$ cat config.mk
export PLATFORM = sky130hd
export DESIGN_NAME = id_stage
export DESIGN_NICKNAME = d
export VERILOG_FILES = /design/src/rtl/id_pkg.sv /design/src/rtl/id_decoder.sv /design/src/rtl/id_operand_mux.sv /design/src/rtl/id_controller.sv /design/src/rtl/id_stage.sv
export VERILOG_INCLUDE_DIRS = /design/src /design/src/include
export SDC_FILE = /design/constraint.sdc
export NUM_CORES = 1
export LEC_CHECK = 0
export BUFFER_PORTS_ARGS = -buffer_cell sky130_fd_sc_hd__buf_2
export CAP_MARGIN = 40
export CORE_AREA = 3 3 137 139
export DETAILED_ROUTE_END_ITERATION = 7
export DIE_AREA = 0 0 140 142
export HOLD_SLACK_MARGIN = 0.1
export SYNTH_ARGS = -nofsm -noshare
export SYNTH_HDL_FRONTEND = slang
export SYNTH_SLANG_ARGS = --single-unit
$ cat constraint.sdc
create_clock -name clk_i -period 23.3 [get_ports clk_i]
set_input_delay 6.99 -clock clk_i [delete_from_list [all_inputs] [get_ports clk_i]]
set_output_delay 6.99 -clock clk_i [all_outputs]
set_load 0.02 [all_outputs]
$ cat src/include/id_macros.svh
/*
 * Width, opcode and instruction step constants for the RV32I decode stage
 */
`ifndef ID_MACROS_SVH
`define ID_MACROS_SVH

// Data word and register index widths
`define ID_XLEN       32
`define ID_REG_AW     5

// Byte step to the next instruction, no compressed support
`define ID_INSN_STEP  4

// Major opcodes, instr[6:0]
`define ID_OPC_OP     7'b0110011
`define ID_OPC_OP_IMM 7'b0010011
`define ID_OPC_LUI    7'b0110111
`define ID_OPC_AUIPC  7'b0010111
`define ID_OPC_LOAD   7'b0000011
`define ID_OPC_STORE  7'b0100011
`define ID_OPC_BRANCH 7'b1100011
`define ID_OPC_JAL    7'b1101111

`endif

$ cat src/rtl/id_pkg.sv
/*
 * Types of the decode stage: word and index vectors, select and FSM enums,
 * decode struct and LSU request struct
 */
`include "id_macros.svh"

package id_pkg;

  // Plain vectors with a meaning
  typedef logic [`ID_XLEN-1:0]   word_t;
  typedef logic [31:0]           insn_t;
  typedef logic [`ID_REG_AW-1:0] reg_addr_t;

  // ALU operations, compares used by branches
  typedef enum logic [3:0] {
    ALU_ADD, ALU_SUB, ALU_XOR, ALU_OR, ALU_AND,
    ALU_SLL, ALU_SRL, ALU_SRA, ALU_SLT, ALU_SLTU,
    ALU_EQ, ALU_NE, ALU_LT, ALU_GE, ALU_LTU, ALU_GEU
  } alu_op_e;

  // Operand selects
  typedef enum logic [1:0] {OP_A_REG_A, OP_A_CURRPC, OP_A_ZERO} op_a_sel_e;
  typedef enum logic {OP_B_REG_B, OP_B_IMM} op_b_sel_e;

  typedef enum logic [2:0] {
    IMM_B_I, IMM_B_S, IMM_B_B, IMM_B_U, IMM_B_J, IMM_B_INCR_PC
  } imm_b_sel_e;

  // Write-back source
  typedef enum logic {RF_WD_EX, RF_WD_LSU} rf_wd_sel_e;

  // ID FSM
  typedef enum logic {FIRST_CYCLE, MULTI_CYCLE} id_fsm_e;

  // Access size, matches the LSU encoding
  typedef enum logic [1:0] {LSU_WORD = 2'b00, LSU_HALF = 2'b01, LSU_BYTE = 2'b10} lsu_type_e;

  // Everything the decoder derives from one instruction
  typedef struct packed {
    alu_op_e    alu_op;
    op_a_sel_e  op_a_sel;
    op_b_sel_e  op_b_sel;
    imm_b_sel_e imm_b_sel;
    rf_wd_sel_e rf_wd_sel;
    logic       rf_we;
    logic       rf_ren_a;
    logic       rf_ren_b;
    logic       lsu_req;
    logic       lsu_we;
    lsu_type_e  lsu_type;
    logic       lsu_sign_ext;
    logic       branch;
    logic       jump;
    logic       illegal;
  } decode_t;

  // Request payload, qualified by lsu_req_o
  typedef struct packed {
    logic      we;
    lsu_type_e dtype;
    logic      sign_ext;
    word_t     wdata;
  } lsu_req_t;

endpackage

$ cat src/rtl/id_decoder.sv
/*
 * RV32I instruction decoder
 * Fills the decode struct and selects the sign-extended immediate
 */
`timescale 1ns/100ps
`include "id_macros.svh"

module id_decoder import id_pkg::*; (
  input  insn_t     instr_i,
  input  logic      first_cycle_i,
  output decode_t   dec_o,
  output word_t     imm_o,
  output reg_addr_t rf_raddr_a_o,
  output reg_addr_t rf_raddr_b_o,
  output reg_addr_t rf_waddr_o
);

  logic [6:0] opcode;
  logic [2:0] funct3;
  logic [6:0] funct7;
  word_t      imm_i_type, imm_s_type, imm_b_type, imm_u_type, imm_j_type;
  decode_t    dec;

  assign opcode = instr_i[6:0];
  assign funct3 = instr_i[14:12];
  assign funct7 = instr_i[31:25];

  // Register indices straight from the fixed fields
  assign rf_raddr_a_o = instr_i[19:15];
  assign rf_raddr_b_o = instr_i[24:20];
  assign rf_waddr_o   = instr_i[11:7];

  ////////////////////
  // Immediates
  ////////////////////
  assign imm_i_type = {{20{instr_i[31]}}, instr_i[31:20]};
  assign imm_s_type = {{20{instr_i[31]}}, instr_i[31:25], instr_i[11:7]};
  assign imm_b_type = {{19{instr_i[31]}}, instr_i[31], instr_i[7], instr_i[30:25],
                       instr_i[11:8], 1'b0};
  assign imm_u_type = {instr_i[31:12], 12'b0};
  assign imm_j_type = {{12{instr_i[31]}}, instr_i[19:12], instr_i[20], instr_i[30:21], 1'b0};

  ////////////////////
  // Opcode decode
  ////////////////////
  always_comb begin
    dec           = '0;
    dec.alu_op    = ALU_ADD;
    dec.op_a_sel  = OP_A_REG_A;
    dec.op_b_sel  = OP_B_IMM;
    dec.imm_b_sel = IMM_B_I;
    dec.rf_wd_sel = RF_WD_EX;
    dec.lsu_type  = LSU_WORD;

    case (opcode)
      `ID_OPC_OP: begin
        dec.rf_ren_a = 1'b1;
        dec.rf_ren_b = 1'b1;
        dec.rf_we    = 1'b1;
        dec.op_b_sel = OP_B_REG_B;
        case ({funct7, funct3})
          {7'h00, 3'b000}: dec.alu_op = ALU_ADD;
          {7'h20, 3'b000}: dec.alu_op = ALU_SUB;
          {7'h00, 3'b001}: dec.alu_op = ALU_SLL;
          {7'h00, 3'b010}: dec.alu_op = ALU_SLT;
          {7'h00, 3'b011}: dec.alu_op = ALU_SLTU;
          {7'h00, 3'b100}: dec.alu_op = ALU_XOR;
          {7'h00, 3'b101}: dec.alu_op = ALU_SRL;
          {7'h20, 3'b101}: dec.alu_op = ALU_SRA;
          {7'h00, 3'b110}: dec.alu_op = ALU_OR;
          {7'h00, 3'b111}: dec.alu_op = ALU_AND;
          default:         dec.illegal = 1'b1;
        endcase
      end
      `ID_OPC_OP_IMM: begin
        dec.rf_ren_a = 1'b1;
        dec.rf_we    = 1'b1;
        case (funct3)
          3'b000:  dec.alu_op = ALU_ADD;
          3'b010:  dec.alu_op = ALU_SLT;
          3'b011:  dec.alu_op = ALU_SLTU;
          3'b100:  dec.alu_op = ALU_XOR;
          3'b110:  dec.alu_op = ALU_OR;
          3'b111:  dec.alu_op = ALU_AND;
          3'b001: begin
            dec.alu_op  = ALU_SLL;
            dec.illegal = (funct7 != 7'h00);
          end
          default: begin
            // Shift right, funct7 picks logical or arithmetic
            dec.alu_op  = (funct7 == 7'h20) ? ALU_SRA : ALU_SRL;
            dec.illegal = (funct7 != 7'h00) && (funct7 != 7'h20);
          end
        endcase
      end
      `ID_OPC_LUI: begin
        dec.op_a_sel  = OP_A_ZERO;
        dec.imm_b_sel = IMM_B_U;
        dec.rf_we     = 1'b1;
      end
      `ID_OPC_AUIPC: begin
        dec.op_a_sel  = OP_A_CURRPC;
        dec.imm_b_sel = IMM_B_U;
        dec.rf_we     = 1'b1;
      end
      `ID_OPC_LOAD: begin
        // Address is rs1 plus I-immediate
        dec.rf_ren_a     = 1'b1;
        dec.rf_we        = 1'b1;
        dec.rf_wd_sel    = RF_WD_LSU;
        dec.lsu_req      = 1'b1;
        dec.lsu_sign_ext = ~funct3[2];
        case (funct3)
          3'b000, 3'b100: dec.lsu_type = LSU_BYTE;
          3'b001, 3'b101: dec.lsu_type = LSU_HALF;
          3'b010:         dec.lsu_type = LSU_WORD;
          default:        dec.illegal  = 1'b1;
        endcase
      end
      `ID_OPC_STORE: begin
        dec.rf_ren_a  = 1'b1;
        dec.rf_ren_b  = 1'b1;
        dec.imm_b_sel = IMM_B_S;
        dec.lsu_req   = 1'b1;
        dec.lsu_we    = 1'b1;
        case (funct3)
          3'b000:  dec.lsu_type = LSU_BYTE;
          3'b001:  dec.lsu_type = LSU_HALF;
          3'b010:  dec.lsu_type = LSU_WORD;
          default: dec.illegal  = 1'b1;
        endcase
      end
      `ID_OPC_BRANCH: begin
        dec.branch   = 1'b1;
        dec.rf_ren_a = 1'b1;
        dec.rf_ren_b = 1'b1;
        if (first_cycle_i) begin
          // Compare rs1 against rs2
          dec.op_b_sel = OP_B_REG_B;
          case (funct3)
            3'b000:  dec.alu_op = ALU_EQ;
            3'b001:  dec.alu_op = ALU_NE;
            3'b100:  dec.alu_op = ALU_LT;
            3'b101:  dec.alu_op = ALU_GE;
            3'b110:  dec.alu_op = ALU_LTU;
            3'b111:  dec.alu_op = ALU_GEU;
            default: dec.illegal = 1'b1;
          endcase
        end else begin
          // Target is PC plus B-immediate
          dec.op_a_sel  = OP_A_CURRPC;
          dec.imm_b_sel = IMM_B_B;
          dec.illegal   = (funct3 == 3'b010) || (funct3 == 3'b011);
        end
      end
      `ID_OPC_JAL: begin
        // Target first, then link value PC + step
        dec.jump      = 1'b1;
        dec.rf_we     = 1'b1;
        dec.op_a_sel  = OP_A_CURRPC;
        dec.imm_b_sel = first_cycle_i ? IMM_B_J : IMM_B_INCR_PC;
      end
      default: dec.illegal = 1'b1;
    endcase

    // Illegal encodings request nothing
    if (dec.illegal) begin
      dec.rf_we    = 1'b0;
      dec.rf_ren_a = 1'b0;
      dec.rf_ren_b = 1'b0;
      dec.lsu_req  = 1'b0;
      dec.lsu_we   = 1'b0;
      dec.branch   = 1'b0;
      dec.jump     = 1'b0;
    end
  end

  assign dec_o = dec;

  // Immediate for operand B
  always_comb begin
    unique case (dec.imm_b_sel)
      IMM_B_I:       imm_o = imm_i_type;
      IMM_B_S:       imm_o = imm_s_type;
      IMM_B_B:       imm_o = imm_b_type;
      IMM_B_U:       imm_o = imm_u_type;
      IMM_B_J:       imm_o = imm_j_type;
      default:       imm_o = word_t'(`ID_INSN_STEP);
    endcase
  end

  // Multi-cycle classes are mutually exclusive
  always_comb begin
    assert ($onehot0({dec.branch, dec.jump, dec.lsu_req}))
      else $error("decoder: branch, jump and LSU request overlap");
  end

endmodule

$ cat src/rtl/id_operand_mux.sv
/*
 * ALU operand, store data and register write-data selection
 */
`timescale 1ns/100ps

module id_operand_mux import id_pkg::*; (
  input  decode_t dec_i,
  input  word_t   imm_i,
  input  word_t   pc_i,
  input  word_t   rf_rdata_a_i,
  input  word_t   rf_rdata_b_i,
  input  word_t   result_ex_i,
  input  word_t   lsu_rdata_i,
  output word_t   alu_op_a_o,
  output word_t   alu_op_b_o,
  output alu_op_e alu_operator_o,
  output word_t   store_data_o,
  output word_t   rf_wdata_o
);

  ////////////////////
  // ALU operands
  ////////////////////

  // Operand A from rs1, current PC or zero for LUI
  always_comb begin
    unique case (dec_i.op_a_sel)
      OP_A_REG_A:  alu_op_a_o = rf_rdata_a_i;
      OP_A_CURRPC: alu_op_a_o = pc_i;
      OP_A_ZERO:   alu_op_a_o = '0;
      default:     alu_op_a_o = '0;
    endcase
  end

  // Operand B from rs2 or the selected immediate
  assign alu_op_b_o = (dec_i.op_b_sel == OP_B_IMM) ? imm_i : rf_rdata_b_i;

  assign alu_operator_o = dec_i.alu_op;

  // No forwarding, store data is rs2 from the register file
  assign store_data_o = rf_rdata_b_i;

  ////////////////////
  // Write-back data
  ////////////////////
  assign rf_wdata_o = (dec_i.rf_wd_sel == RF_WD_LSU) ? lsu_rdata_i : result_ex_i;

  // Decoder only emits the three defined operand-A sources
  always_comb begin
    assert (dec_i.op_a_sel inside {OP_A_REG_A, OP_A_CURRPC, OP_A_ZERO})
      else $error("operand mux: undefined operand A select");
  end

endmodule

$ cat src/rtl/id_controller.sv
/*
 * ID FSM with stall logic, branch and jump PC set,
 * LSU four-phase req/ack sequence and instruction completion
 */
`timescale 1ns/100ps

module id_controller import id_pkg::*; (
  input  logic     clk_i,
  input  logic     rst_ni,
  input  logic     instr_valid_i,
  input  decode_t  dec_i,
  input  logic     branch_decision_i,
  input  word_t    store_data_i,
  input  logic     lsu_ack_i,
  output logic     first_cycle_o,
  output logic     instr_done_o,
  output logic     id_in_ready_o,
  output logic     pc_set_o,
  output logic     pc_sel_o,
  output logic     rf_we_o,
  output logic     rf_ren_a_o,
  output logic     rf_ren_b_o,
  output logic     illegal_insn_o,
  output logic     lsu_req_o,
  output lsu_req_t lsu_req_data_o
);

  id_fsm_e  id_fsm_q, id_fsm_d;
  logic     first_cycle, legal;
  logic     lsu_dec, branch_dec, jump_dec;
  logic     stall_mem, stall_branch, stall_jump, stall_id;
  logic     branch_set_d, branch_set_q, jump_set;
  logic     pc_set_done_q, instr_done, multicycle_done;
  logic     lsu_start, lsu_req_q;
  lsu_req_t lsu_data_d, lsu_data_q;

  // Qualified decode classes
  assign legal      = ~dec_i.illegal;
  assign lsu_dec    = dec_i.lsu_req & legal;
  assign branch_dec = dec_i.branch & legal;
  assign jump_dec   = dec_i.jump & legal;

  assign first_cycle = instr_valid_i & (id_fsm_q == FIRST_CYCLE);

  ////////////////////
  // ID FSM
  ////////////////////
  always_comb begin
    id_fsm_d     = id_fsm_q;
    stall_branch = 1'b0;
    stall_jump   = 1'b0;
    branch_set_d = 1'b0;
    jump_set     = 1'b0;
    if (instr_valid_i) begin
      unique case (id_fsm_q)
        FIRST_CYCLE: begin
          if (lsu_dec) begin
            // Held here while a stale ack is still high
            if (lsu_start) begin
              id_fsm_d = MULTI_CYCLE;
            end
          end else if (branch_dec) begin
            // Taken branch sets the PC from a register next cycle
            stall_branch = branch_decision_i;
            branch_set_d = branch_decision_i;
            id_fsm_d     = branch_decision_i ? MULTI_CYCLE : FIRST_CYCLE;
          end else if (jump_dec) begin
            stall_jump = 1'b1;
            jump_set   = 1'b1;
            id_fsm_d   = MULTI_CYCLE;
          end
        end
        MULTI_CYCLE: begin
          if (multicycle_done) begin
            id_fsm_d = FIRST_CYCLE;
          end
        end
        default: id_fsm_d = FIRST_CYCLE;
      endcase
    end
  end

  // Branch and jump end in their second cycle, memory ops on ack
  assign multicycle_done = lsu_dec ? lsu_ack_i : 1'b1;

  always_ff @(posedge clk_i or negedge rst_ni) begin
    if (!rst_ni) begin
      id_fsm_q      <= FIRST_CYCLE;
      branch_set_q  <= 1'b0;
      pc_set_done_q <= 1'b0;
      lsu_req_q     <= 1'b0;
    end else begin
      if (instr_valid_i) begin
        id_fsm_q <= id_fsm_d;
      end
      branch_set_q  <= branch_set_d;
      // PC set seen for the current instruction
      pc_set_done_q <= (pc_set_o | pc_set_done_q) & ~instr_done;
      // Request held until ack, dropped the cycle after
      if (lsu_start) begin
        lsu_req_q <= 1'b1;
      end else if (lsu_ack_i) begin
        lsu_req_q <= 1'b0;
      end
    end
  end

  ////////////////////
  // Stall and done
  ////////////////////
  assign stall_mem  = instr_valid_i & lsu_dec & (first_cycle | ~lsu_ack_i);
  assign stall_id   = stall_mem | stall_branch | stall_jump;
  assign instr_done = instr_valid_i & ~stall_id;

  assign instr_done_o  = instr_done;
  assign id_in_ready_o = instr_done;
  assign first_cycle_o = first_cycle;

  // One PC set per instruction, 1 selects the jump target
  assign pc_set_o = (branch_set_q | jump_set) & ~pc_set_done_q;
  assign pc_sel_o = jump_set;

  assign rf_we_o        = instr_done & dec_i.rf_we & legal;
  assign rf_ren_a_o     = instr_valid_i & legal & dec_i.rf_ren_a;
  assign rf_ren_b_o     = instr_valid_i & legal & dec_i.rf_ren_b;
  assign illegal_insn_o = instr_valid_i & dec_i.illegal;

  ////////////////////
  // LSU request
  ////////////////////
  assign lsu_start = first_cycle & lsu_dec & ~lsu_ack_i;

  assign lsu_data_d = '{we:       dec_i.lsu_we,
                        dtype:    dec_i.lsu_type,
                        sign_ext: dec_i.lsu_sign_ext,
                        wdata:    store_data_i};

  // Payload captured with the rising request
  always_ff @(posedge clk_i) begin
    if (lsu_start) begin
      lsu_data_q <= lsu_data_d;
    end
  end

  assign lsu_req_o      = lsu_start | lsu_req_q;
  assign lsu_req_data_o = lsu_req_q ? lsu_data_q : lsu_data_d;

  ////////////////////
  // Assertions
  ////////////////////
  a_multi_needs_stall: assert property (@(posedge clk_i) disable iff (!rst_ni)
    instr_valid_i && (id_fsm_q == FIRST_CYCLE) && (id_fsm_d == MULTI_CYCLE) |-> stall_id)
    else $error("controller: MULTI_CYCLE entered without stall");

  a_req_until_ack: assert property (@(posedge clk_i) disable iff (!rst_ni)
    lsu_req_o && !lsu_ack_i |=> lsu_req_o)
    else $error("controller: lsu_req_o dropped before ack");

  a_illegal_no_stall: assert property (@(posedge clk_i) disable iff (!rst_ni)
    illegal_insn_o |-> !stall_id)
    else $error("controller: illegal instruction stalled");

endmodule

$ cat src/rtl/id_stage.sv
/*
 * Decode stage top: decoder, operand mux and controller
 */
`timescale 1ns/100ps

module id_stage import id_pkg::*; (
  input  logic      clk_i,
  input  logic      rst_ni,
  // From IF
  input  logic      instr_valid_i,
  input  insn_t     instr_i,
  input  word_t     pc_id_i,
  // From EX
  input  logic      branch_decision_i,
  input  word_t     result_ex_i,
  // Register file
  input  word_t     rf_rdata_a_i,
  input  word_t     rf_rdata_b_i,
  output reg_addr_t rf_raddr_a_o,
  output reg_addr_t rf_raddr_b_o,
  output reg_addr_t rf_waddr_o,
  output logic      rf_ren_a_o,
  output logic      rf_ren_b_o,
  output logic      rf_we_o,
  output word_t     rf_wdata_o,
  // To EX
  output word_t     alu_op_a_o,
  output word_t     alu_op_b_o,
  output alu_op_e   alu_operator_o,
  // Control
  output logic      first_cycle_o,
  output logic      instr_done_o,
  output logic      id_in_ready_o,
  output logic      pc_set_o,
  output logic      pc_sel_o,
  output logic      illegal_insn_o,
  // LSU
  input  logic      lsu_ack_i,
  input  word_t     lsu_rdata_i,
  output logic      lsu_req_o,
  output lsu_req_t  lsu_req_data_o
);

  decode_t dec;
  word_t   imm;
  word_t   store_data;
  logic    first_cycle;

  id_decoder u_decoder (
    .instr_i(instr_i), .first_cycle_i(first_cycle), .dec_o(dec), .imm_o(imm),
    .rf_raddr_a_o(rf_raddr_a_o), .rf_raddr_b_o(rf_raddr_b_o), .rf_waddr_o(rf_waddr_o)
  );

  id_operand_mux u_operand_mux (
    .dec_i(dec), .imm_i(imm), .pc_i(pc_id_i),
    .rf_rdata_a_i(rf_rdata_a_i), .rf_rdata_b_i(rf_rdata_b_i),
    .result_ex_i(result_ex_i), .lsu_rdata_i(lsu_rdata_i),
    .alu_op_a_o(alu_op_a_o), .alu_op_b_o(alu_op_b_o), .alu_operator_o(alu_operator_o),
    .store_data_o(store_data), .rf_wdata_o(rf_wdata_o)
  );

  id_controller u_controller (
    .clk_i(clk_i), .rst_ni(rst_ni), .instr_valid_i(instr_valid_i), .dec_i(dec),
    .branch_decision_i(branch_decision_i), .store_data_i(store_data), .lsu_ack_i(lsu_ack_i),
    .first_cycle_o(first_cycle), .instr_done_o(instr_done_o), .id_in_ready_o(id_in_ready_o),
    .pc_set_o(pc_set_o), .pc_sel_o(pc_sel_o), .rf_we_o(rf_we_o),
    .rf_ren_a_o(rf_ren_a_o), .rf_ren_b_o(rf_ren_b_o), .illegal_insn_o(illegal_insn_o),
    .lsu_req_o(lsu_req_o), .lsu_req_data_o(lsu_req_data_o)
  );

  // First-cycle flag also goes out for EX and the testbench
  assign first_cycle_o = first_cycle;

endmodule

==> results.md <==
* WP buf/inv at 3
* Top cell type's share of synthesized area at 28.1%
* Reported leakage power at 0.00272 µW
* Synthesized area at 3850 µm²
* Gate Count Post-Synth at 383
* Routed vias at 4502
* Number of gates resized after CTS at 0
* Most common cell in the synthesized netlist: mux2_2
* Setup Fix Bufs, Post-CTS at 0
* Share of layout cells above drive strength 1 at 66.2%
* Starting Density at 21.7%
* Power Dens Cells at 39.1 nW/µm²
* CP max FO at 12
* Crit path largest cell delay at 630 ps
* Final setup TNS at 0 ps
* Pins Over Slew Limit at 0
* Post-route minimum period at 16290 ps
* Die Span X at 140 µm
* Core Box Area at 17800 µm²
* Root Buffer: clkbuf_16
* Final hold vios at 0
* DIE AREA at 19900 µm²
* Synth warnings at 0
* Initial antenna violation count at 1
* Clock Sinks at 40
* Crit-path cells: buf_2 -> nand4bb_1 -> nor2_1 -> a31o_2 -> a211oi_2 -> buf_4 -> a221o_1 -> buf_2
* FMAX at 61.4 MHz
* Startpoint types: input port
* Avg Cell Area, Syn at 10.1 µm²
* Peak VDD IR at 26.2 µV
* Most frequent cells after synthesis: mux2_2, a22o_1, edfxtp_1
* Die height at 142 µm
* Hold Buf Count CTS at 0
* DRC at 0
* Slowest cell on crit path: nand4bb_1
* Crit share post-route at 69.9%
* Pin count of the biggest net entering global routing at 34
* Placer Congestion at 0.835
* CTS tree: built
* Synth area leaders: edfxtp_1, mux2_2, a22o_1
* Diode count at 0
* CP arrival at 9300 ps
* Cts bufs inserted at 5
* Critical Path Most Common Cell: buf_2
* Synth area leader: edfxtp_1
* Drt wl/cell at 18.7 µm
* Clock transition at path regs at 60 ps
* Row Count at 49
* Global-route wire length before repair at 25300 µm
* Maxcap violations at 0
* Top Ports at 358
* Sequential share of the synthesized area at 30.7%
* Critical Path Sink Type: output pin
* Slew headroom at 43.8%
* EDFF count, synth at 36
* Pre-antenna DRT Iters at 4
* Global Route Usage Sum at 16.3%
* Vias in the first global route at 4297
* Critical Path RT at 16310 ps
* Hold_ws at 527 ps
* Cell family with the largest share of critical-path delay: simple AND/OR/NAND/NOR gates
* Area Overhead vs Synth at 51.9%
* Worst-Skew Late Latency at 290 ps
* Slew at the pin closest to its max-slew limit at 836 ps
* Post-DRT Antenna Nets at 0
* Clk buf depth at 2
* Outcome: completed
* Fin nets at 901
* Dominant synthesized flop cell: edfxtp_1
* Setup CP Type: input port to output pin
* Clock Skew at 7.48 ps
* Grt ovf at 0
* Synth cell types at 65
* Hold WC Path Type: flop to flop
* DR iter-0 viols at 250
* Unrepaired setup endpoints after global routing: false
* # setup viols final at 0
* Via/cell ratio at 4.83
* DP Wirelength at 14700 µm
* H-tree Lvls at 2
* Synthesized Nets at 580
* Port-buffer cells at 357
* Ys async rst share at 10.0%
* Synthesized flop and latch total at 40
* Total wire length at 17500 µm
-- through the flow --
stage          total power (µW)  instance area [µm²]  instances  worst slack (ps)  utilization [%]
6_report                    229                 5850        933              7010             32.9
5_1_grt                     241                 5850        933              6850             32.9
4_1_cts                     233                 5850        933              7000             32.9
3_5_place_dp                163                 5710        926              7010             32.1
3_3_place_gp                163                 5660        923              6840             31.8
2_1_floorplan               127                 3850        383              4480                -
-- sequential cells by signal, summed over array words and instances (netlist names) --
name	count
u_controller.lsu_req_q	1
u_controller.lsu_data_q	36
u_controller.id_fsm_q	1
u_controller.pc_set_done_q	1
u_controller.branch_set_q	1
-- metal layers --
metal	global-route usage, %	up-vias	part of all wire, %
met2	28.8	234	50
met5	0	-	0.040
met4	3.47	2	1.3
met1	20.9	2117	40
met3	2.96	14	8.0
li1	-	2135	-
-- final cells by class --
class	instances	area (µm²)
fill	1912	11900
multi-input combinational	281	2320
timing repair buffer	366	1880
sequential	40	1180
tap	229	287
clock buffer	5	125
inverter	10	37.5
clock inverter	2	12.5
-- power by group --
| part | internal, µW | leakage (µW) | switching (µW) | total [µW] |
|---|---|---|---|---|
| clock network | 38.9 | 0.0000657 | 28.6 | 67.5 |
| registers | 78.2 | 0.000387 | 0.220 | 78.4 |
| logic | 34.4 | 0.00226 | 48.4 | 82.8 |
-- placed cells by master, fill, tap and decap left out, types with 8 or more instances in the layout --
cell	instances
buf_2	357
mux2_2	67
a22o_1	40
edfxtp_1	36
nand2_1	17
nor2_1	15
o21ai_0	15
a22oi_1	12
a221o_1	11
a21oi_1	10
inv_1	8
nand3_1	8
-- logic make-up (layout without fill, tap and decap cells) --
family          after synthesis  after routing  synth area share (%)
compound gates              126            126                  26.4
xor+xnor                      1              1                 0.227
buf+inv                      62            383                  9.29
flops                        40             40                  30.7
mux                          69             69                  20.1
simple gates                 85             85                  13.3
-- worst register-to-register path, stage by stage, from the launching register on --
cell	delay (ps)
dfrtp_1	420
nand2b_1	340
nor4_2	450
buf_4	360
-- path summary, 6_finish.rpt --
| path | cells past startpoint | start | to | slack, ps |
|---|---|---|---|---|
| max | 8 | instr_i[3] | alu_op_b_o[23] | 7010 |
| min | 1 | u_controller.pc_set_done_q$_DFF_PN0_ | u_controller.pc_set_done_q$_DFF_PN0_ | 530 |
| max reg2reg | 3 | u_controller.id_fsm_q$_DFFE_PN0P_ | u_controller.lsu_data_q[9]$_DFFE_PP_ | 21390 |
| min reg2reg | 1 | u_controller.pc_set_done_q$_DFF_PN0_ | u_controller.pc_set_done_q$_DFF_PN0_ | 530 |
| max in group asynchronous | 1 | rst_ni | u_controller.lsu_req_q$_DFFE_PN0P_ | 16680 |
| min in group asynchronous | 1 | rst_ni | u_controller.id_fsm_q$_DFFE_PN0P_ | 6490 |
Power figures use the tool's default switching activity.
